File: config.mk
export PLATFORM = sky130hd
export DESIGN_NAME = masked_bv4_inv_top
export DESIGN_NICKNAME = d
export VERILOG_FILES = /design/src/aes128_package.sv /design/src/masked_hpc3_mul.sv /design/src/masked_bv4_comp_theta.sv /design/src/masked_bv4_inv.sv /design/src/masked_bv4_inv_top.sv
export VERILOG_INCLUDE_DIRS = /design/src /design/src/include
export SDC_FILE = /design/constraint.sdc
export NUM_CORES = 1
export LEC_CHECK = 0
export ABC_AREA = 1
export BUFFER_PORTS_ARGS = -buffer_cell sky130_fd_sc_hd__buf_2
export CAP_MARGIN = 15
export CORE_MARGIN = 3
export CORE_UTILIZATION = 65
export CTS_BUF_LIST = sky130_fd_sc_hd__clkbuf_16
export DETAILED_ROUTE_END_ITERATION = 10
export HOLD_SLACK_MARGIN = 0.06
export PLACE_DENSITY = 0.86
export SYNTH_ARGS = -nofsm -noshare
export SYNTH_HDL_FRONTEND = slang
export SYNTH_HIERARCHICAL = 1
export SYNTH_SLANG_ARGS = --single-unit
File: constraint.sdc
create_clock -name clock -period 4.9 [get_ports clock]
set_clock_uncertainty 0.15 [all_clocks]
set_input_delay 0.49 -clock clock [delete_from_list [all_inputs] [get_ports clock]]
set_output_delay 0.49 -clock clock [all_outputs]
set_load 0.05 [all_outputs]
File: src/include/masked_bv4_inv_config.svh
`ifndef MASKED_BV4_INV_CONFIG_SVH
`define MASKED_BV4_INV_CONFIG_SVH

// number of boolean shares per value.
`define NUM_SHARES 2

// register stages from request to response.
`define INV_LATENCY 2

// r and p words per share pair, one multiplier in the theta stage.
`define RND_THETA_BITS (2 * `NUM_SHARES * (`NUM_SHARES - 1))
`define RND_INV_BITS (2 * `RND_THETA_BITS)
`define RND_BITS (`RND_THETA_BITS + `RND_INV_BITS)

`endif

File: src/aes128_package.sv
`include "masked_bv4_inv_config.svh"

package aes128_package;

    // gf(2^2) element in normal basis {w^2, w}, bit 1 is the w coefficient.
    typedef logic [1:0] bv2_t;

    // gf(2^4) element, gamma1 in the upper pair.
    typedef logic [3:0] bv4_t;

    typedef bv2_t [`NUM_SHARES-1:0] bv2_shares_t;
    typedef bv4_t [`NUM_SHARES-1:0] bv4_shares_t;

    typedef struct packed {
        bv4_shares_t data;
        logic [`RND_BITS-1:0] random;
    } inv_req_t;

    typedef struct packed {
        bv4_shares_t data;
    } inv_rsp_t;

    function automatic int num_quad(input int n);
        return (n * (n - 1)) / 2;
    endfunction

    // squaring swaps the coefficients, same as inversion.
    function automatic bv2_t bv2_sq(input bv2_t a);
        return {a[0], a[1]};
    endfunction

    // multiply by sigma = w^2.
    function automatic bv2_t bv2_scl_sigma(input bv2_t a);
        return {a[1] ^ a[0], a[1]};
    endfunction

    function automatic bv2_t bv2_mul(input bv2_t a, input bv2_t b);
        logic e;
        e = (a[1] ^ a[0]) & (b[1] ^ b[0]);
        return {(a[1] & b[1]) ^ e, (a[0] & b[0]) ^ e};
    endfunction

endpackage

File: src/masked_hpc3_mul.sv
`timescale 1ns/10ps
`include "masked_bv4_inv_config.svh"

module masked_hpc3_mul #(
    parameter int NUM_SHARES = `NUM_SHARES,
    parameter int BIT_WIDTH = 2,
    localparam int NUM_QUAD = aes128_package::num_quad(NUM_SHARES)
) (
    input  bit                                    clock,
    input  bit                                    reset,
    input  bit                                    enable,
    input  aes128_package::bv2_t [NUM_SHARES-1:0] a,
    input  aes128_package::bv2_t [NUM_SHARES-1:0] b,
    input  aes128_package::bv2_t [NUM_QUAD-1:0]   r,
    input  aes128_package::bv2_t [NUM_QUAD-1:0]   p,
    output aes128_package::bv2_t [NUM_SHARES-1:0] c
);

    // the diagonal of u carries the own-share product.
    logic [NUM_SHARES-1:0][NUM_SHARES-1:0][BIT_WIDTH-1:0] u_d;
    logic [NUM_SHARES-1:0][NUM_SHARES-1:0][BIT_WIDTH-1:0] u_q;
    logic [NUM_SHARES-1:0][NUM_SHARES-1:0][BIT_WIDTH-1:0] v_d;
    logic [NUM_SHARES-1:0][NUM_SHARES-1:0][BIT_WIDTH-1:0] v_q;

    for (genvar i = 0; i < NUM_SHARES; i++) begin : g_row
        for (genvar j = 0; j < NUM_SHARES; j++) begin : g_col
            if (i == j) begin : g_own
                assign u_d[i][j] = aes128_package::bv2_mul(a[i], b[i]);
                assign v_d[i][j] = '0;
            end else begin : g_cross
                localparam int LO = (i < j) ? i : j;
                localparam int HI = (i < j) ? j : i;
                // pair index, shared by (i, j) and (j, i).
                localparam int Q = LO * NUM_SHARES - (LO * (LO + 1)) / 2 + HI - LO - 1;

                assign u_d[i][j] = aes128_package::bv2_mul(a[i], b[j] ^ r[Q]) ^ p[Q];
                // ~a is a + 1 in this basis, so u ^ v leaves a*b plus r.
                assign v_d[i][j] = aes128_package::bv2_mul(~a[i], r[Q]) ^ p[Q];
            end
        end
    end

    // hold the terms while in reset.
    always_ff @(posedge clock) begin
        if (enable && !reset) begin
            u_q <= u_d;
            v_q <= v_d;
        end
    end

    // r terms cancel pairwise across shares.
    always_comb begin
        for (int i = 0; i < NUM_SHARES; i++) begin
            c[i] = '0;
            for (int j = 0; j < NUM_SHARES; j++) begin
                c[i] = c[i] ^ u_q[i][j] ^ v_q[i][j];
            end
        end
    end

endmodule

File: src/masked_bv4_comp_theta.sv
`timescale 1ns/10ps
`include "masked_bv4_inv_config.svh"

// theta = (gamma1*gamma0 + (gamma1 + gamma0)^2 * sigma)^-1 on shares.
module masked_bv4_comp_theta #(
    parameter int NUM_SHARES = `NUM_SHARES
) (
    input  bit                                    clock,
    input  bit                                    reset,
    input  bit                                    enable,
    input  aes128_package::bv4_t [NUM_SHARES-1:0] a,
    input  logic [`RND_THETA_BITS-1:0]            random,
    output aes128_package::bv2_t [NUM_SHARES-1:0] b
);

    localparam int NUM_QUAD = aes128_package::num_quad(NUM_SHARES);

    aes128_package::bv2_t [NUM_QUAD-1:0]   random_r;
    aes128_package::bv2_t [NUM_QUAD-1:0]   random_p;
    aes128_package::bv2_t [NUM_SHARES-1:0] gamma1;
    aes128_package::bv2_t [NUM_SHARES-1:0] gamma0;
    aes128_package::bv2_t [NUM_SHARES-1:0] gamma1_q;
    aes128_package::bv2_t [NUM_SHARES-1:0] gamma0_q;
    aes128_package::bv2_t [NUM_SHARES-1:0] product;
    aes128_package::bv2_t [NUM_SHARES-1:0] norm;

    assign {random_r, random_p} = random;

    always_comb begin
        for (int i = 0; i < NUM_SHARES; i++) begin
            gamma1[i] = a[i][3:2];
            gamma0[i] = a[i][1:0];
        end
    end

    masked_hpc3_mul #(
        .NUM_SHARES(NUM_SHARES),
        .BIT_WIDTH (2)
    ) u_mul (
        .clock (clock),
        .reset (reset),
        .enable(enable),
        .a     (gamma1),
        .b     (gamma0),
        .r     (random_r),
        .p     (random_p),
        .c     (product)
    );

    // halves kept level with the multiplier register.
    always_ff @(posedge clock) begin
        if (enable && !reset) begin
            gamma1_q <= gamma1;
            gamma0_q <= gamma0;
        end
    end

    // square and scale are linear, so share by share.
    always_comb begin
        for (int i = 0; i < NUM_SHARES; i++) begin
            norm[i] = product[i] ^ aes128_package::bv2_scl_sigma(
                aes128_package::bv2_sq(gamma1_q[i] ^ gamma0_q[i]));
            b[i] = aes128_package::bv2_sq(norm[i]);
        end
    end

endmodule

File: src/masked_bv4_inv.sv
`timescale 1ns/10ps
`include "masked_bv4_inv_config.svh"

module masked_bv4_inv #(
    parameter int NUM_SHARES = `NUM_SHARES
) (
    input  bit                                    clock,
    input  bit                                    reset,
    input  bit                                    enable,
    input  aes128_package::bv4_t [NUM_SHARES-1:0] a,
    input  logic [`RND_THETA_BITS-1:0]            random_theta,
    input  logic [`RND_INV_BITS-1:0]              random_inv,
    output aes128_package::bv4_t [NUM_SHARES-1:0] b
);

    localparam int NUM_QUAD = aes128_package::num_quad(NUM_SHARES);

    aes128_package::bv2_t [NUM_QUAD-1:0]   random_r_hi;
    aes128_package::bv2_t [NUM_QUAD-1:0]   random_p_hi;
    aes128_package::bv2_t [NUM_QUAD-1:0]   random_r_lo;
    aes128_package::bv2_t [NUM_QUAD-1:0]   random_p_lo;
    aes128_package::bv4_t [NUM_SHARES-1:0] a_q;
    aes128_package::bv2_t [NUM_SHARES-1:0] gamma1_q;
    aes128_package::bv2_t [NUM_SHARES-1:0] gamma0_q;
    aes128_package::bv2_t [NUM_SHARES-1:0] theta;
    aes128_package::bv2_t [NUM_SHARES-1:0] half_hi;
    aes128_package::bv2_t [NUM_SHARES-1:0] half_lo;

    assign {random_r_hi, random_p_hi, random_r_lo, random_p_lo} = random_inv;

    masked_bv4_comp_theta #(
        .NUM_SHARES(NUM_SHARES)
    ) u_comp_theta (
        .clock (clock),
        .reset (reset),
        .enable(enable),
        .a     (a),
        .random(random_theta),
        .b     (theta)
    );

    // input delayed to meet theta.
    always_ff @(posedge clock) begin
        if (enable && !reset) begin
            a_q <= a;
        end
    end

    always_comb begin
        for (int i = 0; i < NUM_SHARES; i++) begin
            gamma1_q[i] = a_q[i][3:2];
            gamma0_q[i] = a_q[i][1:0];
        end
    end

    // theta*gamma0 becomes the upper half.
    masked_hpc3_mul #(
        .NUM_SHARES(NUM_SHARES),
        .BIT_WIDTH (2)
    ) u_mul_hi (
        .clock (clock),
        .reset (reset),
        .enable(enable),
        .a     (theta),
        .b     (gamma0_q),
        .r     (random_r_hi),
        .p     (random_p_hi),
        .c     (half_hi)
    );

    masked_hpc3_mul #(
        .NUM_SHARES(NUM_SHARES),
        .BIT_WIDTH (2)
    ) u_mul_lo (
        .clock (clock),
        .reset (reset),
        .enable(enable),
        .a     (theta),
        .b     (gamma1_q),
        .r     (random_r_lo),
        .p     (random_p_lo),
        .c     (half_lo)
    );

    always_comb begin
        for (int i = 0; i < NUM_SHARES; i++) begin
            b[i] = {half_hi[i], half_lo[i]};
        end
    end

endmodule

File: src/masked_bv4_inv_top.sv
`timescale 1ns/10ps
`include "masked_bv4_inv_config.svh"

module masked_bv4_inv_top (
    input  bit                       clock,
    input  bit                       reset,
    input  logic                     in_valid,
    output logic                     in_ready,
    input  aes128_package::inv_req_t in_req,
    output logic                     out_valid,
    input  logic                     out_ready,
    output aes128_package::inv_rsp_t out_rsp
);

    logic [`INV_LATENCY-1:0]    valid_q;
    logic                       advance;
    logic [`RND_THETA_BITS-1:0] random_theta;
    logic [`RND_INV_BITS-1:0]   random_inv;
    logic [`RND_INV_BITS-1:0]   random_inv_q;

    // whole pipeline moves when the output slot frees up.
    assign advance = ~valid_q[`INV_LATENCY-1] | out_ready;
    assign in_ready = advance;
    assign out_valid = valid_q[`INV_LATENCY-1];

    assign {random_inv, random_theta} = in_req.random;

    always_ff @(posedge clock) begin
        if (reset) begin
            valid_q <= '0;
        end else if (advance) begin
            valid_q <= {valid_q[`INV_LATENCY-2:0], in_valid};
        end
    end

    // output-stage bits follow their item into stage two.
    always_ff @(posedge clock) begin
        if (advance) begin
            random_inv_q <= random_inv;
        end
    end

    masked_bv4_inv #(
        .NUM_SHARES(`NUM_SHARES)
    ) u_masked_bv4_inv (
        .clock       (clock),
        .reset       (reset),
        .enable      (advance),
        .a           (in_req.data),
        .random_theta(random_theta),
        .random_inv  (random_inv_q),
        .b           (out_rsp.data)
    );

endmodule

==> impl_metrics.ini <==
[status]
status = finished, final reports clean

[clock_network]
ctsLongestPathBuffers = 2
cts_setup_buffers = 0
cts_max_level = 3
worstSkewPairLatency_ns = 0.33
clock_sinks = 62
cts_root_buf = clkbuf_16
cts_tree = done
cts_made_buffers = 9
clkTransAtPathRegs_ns = 0.05
ctsResizeCount = 0
ctsHoldBuffers = 0

[worst_setup_path]
required_ns = 4.81
slowest_stage = xnor2_1
worstPathMaxFanout = 10
crit_family = XOR/XNOR gates
critPathBufInv = 0
start_kind = register
cp.arrival_ns = 2.41
crit_path_frequent_cell = xnor2_1
crit_chain = xnor2_1, xnor2_1, xnor2_1, xor2_2, o21ai_1, xor2_1
crit_type = reg2reg
critPathMaxStageDelay_ns = 0.79
worstSetupEndpointType = register

[global_routing]
met1_usage_pct = 26.3
grt_pass1_vias = 3046
grt_pass1_wl_um = 13200
grt_util_met3_pct = 5.95
grtUsageTotal_pct = 24.2
use_met2_pct = 44.8
grt_max_degree = 16
grt-ovfl-total = 0
antenna_found_initial = 0
busiest_layer = met2

[sta]
finalHoldViolCount = 0
tns_ns = 0
rsz0062_at_grt = no
finalCritPeriodShare_pct = 51.1
slew_violations = 0
setup_viol_count_final = 0
setup_ws_ns = 2.40
min_period_ns = 2.50
max-slew-margin-rel_pct = 26.8
worstMarginPinSlew_ns = 1.09
max_clock_freq_ghz = 0.399

[synth]
synthCells = 471
seq_area_frac_synth_pct = 47.5
yosys.area.top_type = edfxtp_1
synth_nets = 495
synth_area_leaders = edfxtp_1 46%, nand2_1 19%, xnor2_1 7.7%, xor2_1 7.2%, inv_1 6.5%
yosysMostFrequentCell = nand2_1
ys.flop_type = edfxtp_1
synth_top_area_share_pct = 46.5
synth_seq_cells = 62
yosys.cell_types.count = 16
syn_avg_cell_area_um2 = 8.23
async_flop_share_pct = 0
synth-edff-count = 60
synth_area_um2 = 3870
synthTopCellsByCount = 192 x nand2_1, 67 x inv_1, 60 x edfxtp_1, 34 x xnor2_1
yosys_warnings = 6

[cells_and_area]
fin_util_pct = 78.8
drive_gt1_share_pct = 11.5
fin_area_um2 = 4440
area_growth_pct = 14.7
diodes = 0
instances_no_fill = 593
fill_cells = 360
nets = 540

[placement]
placed_area_um2 = 4130
gp_congestion = 0.953
place_inst = 576
port_buffers = 33
hpwlAfterDp_um = 5620
dp_slack_ns = 2.32

[detailed_routing]
firstDrtPassIters = 6
drtIter0Drc = 288
wirelength_um = 7950
vias = 3158
wl_per_cell_um = 13.4
antenna_left = 0
vias_per_cell = 5.33
drcViolationCount = 0

[floorplan]
die_y_um = 83.2
core-area_um2 = 5640
die_area_um2 = 6920
start_util_pct = 68.7
num_rows = 27
die_w_um = 83.2
num_io_pins = 34

[power]
peakVddDrop_uv = 455
leakagePower_nw = 2.18
power_density_nw_per_um2 = 519

[job]
maxCapViolCount = 0

[hold_path]
hold_class = in2reg
cell usage in the layout (no fill, tap or decap):
| cell | Yosys | routed |
|---|---|---|
| a21oi_2 | 1 | 1 |
| nand4_1 | 12 | 12 |
| o21ai_1 | 3 | 3 |
| inv_1 | 67 | 68 |
| clkinv_2 | 0 | 2 |
| clkbuf_16 | 0 | 9 |
| xor2_1 | 32 | 32 |
| inv_2 | 1 | 1 |
| xor2_2 | 6 | 6 |
| clkinv_1 | 0 | 2 |
| a21oi_1 | 1 | 1 |
| buf_4 | 0 | 1 |
| nand2_2 | 4 | 4 |
| dfxtp_1 | 2 | 2 |
| buf_2 | 0 | 33 |
| nor2_2 | 1 | 1 |
| nand3_1 | 32 | 32 |
| xnor2_1 | 34 | 34 |
| nor2_1 | 23 | 23 |
| edfxtp_1 | 60 | 60 |
| nand2_1 | 192 | 192 |
| bufinv_16 | 0 | 2 |
layer usage:
layer	vias to the layer above	wire length, um
met3	19	492
met5	-	0
met2	141	4260
met4	0	153
li1	1563	-
met1	1435	3040
power by group:
group | leakage, nW | switching (mW) | total, mW | internal [mW]
sequential | 0.607 | 0.0507 | 0.768 | 0.718
clock | 0.155 | 0.209 | 0.646 | 0.437
combinational | 1.42 | 0.610 | 0.891 | 0.282
total | 2.18 | 0.869 | 2.31 | 1.44
layout make-up:
cell class              instances  area (um2)  share of cell area [%]
flip-flops and latches         62        1840                    41.4
multi-input cells             341        1780                    40.0
inverters                      68         255                    5.74
clock buffers                   9         225                    5.07
repair buffers                 34         173                    3.89
well taps                      72        90.1                    2.03
clock inverters                 7        81.3                    1.83
worst paths after layout:
path,startpoint,endpoint,slack (ns),depth (start not counted)
setup / recovery,u_masked_bv4_inv/u_comp_theta/u_mul/u_q[2],u_masked_bv4_inv/u_mul_hi/u_q[1],2.40,6
hold / removal,in_req[8],random_inv_q[4],0.19,1
setup reg to reg,u_masked_bv4_inv/u_comp_theta/u_mul/u_q[2],u_masked_bv4_inv/u_mul_hi/u_q[1],2.40,6
hold reg to reg,valid_q[0],valid_q[1],0.37,2
stage by stage:
step | hold WS [ns] | power [mW]
floorplan | 0.288 | 1.46
global placement | 0.303 | 1.60
detailed placement | 0.343 | 1.64
CTS | 0.174 | 2.31
global route | 0.175 | 2.43
finish | 0.186 | 2.31
sequential cells by signal, summed over array words and instances (netlist names):
name / cells
u_masked_bv4_inv/u_comp_theta/gamma1_q: 4
random_inv_q: 8
u_masked_bv4_inv/u_comp_theta/u_mul/u_q: 8
u_masked_bv4_inv/u_mul_hi/v_q: 4
u_masked_bv4_inv/u_comp_theta/u_mul/v_q: 4
valid_q: 2
u_masked_bv4_inv/u_mul_lo/u_q: 8
u_masked_bv4_inv/u_comp_theta/gamma0_q: 4
u_masked_bv4_inv/a_q: 8
u_masked_bv4_inv/u_mul_lo/v_q: 4
u_masked_bv4_inv/u_mul_hi/u_q: 8
kinds of logic after synthesis:
logic type	share of synthesized area, %
AND/OR/NAND/NOR	27.7
XOR/XNOR	17.4
buffers and inverters	6.59
flip-flops	47.5
AO/OA/AOI/OAI	0.742
No activity file was read; power rests on OpenSTA's default activity.
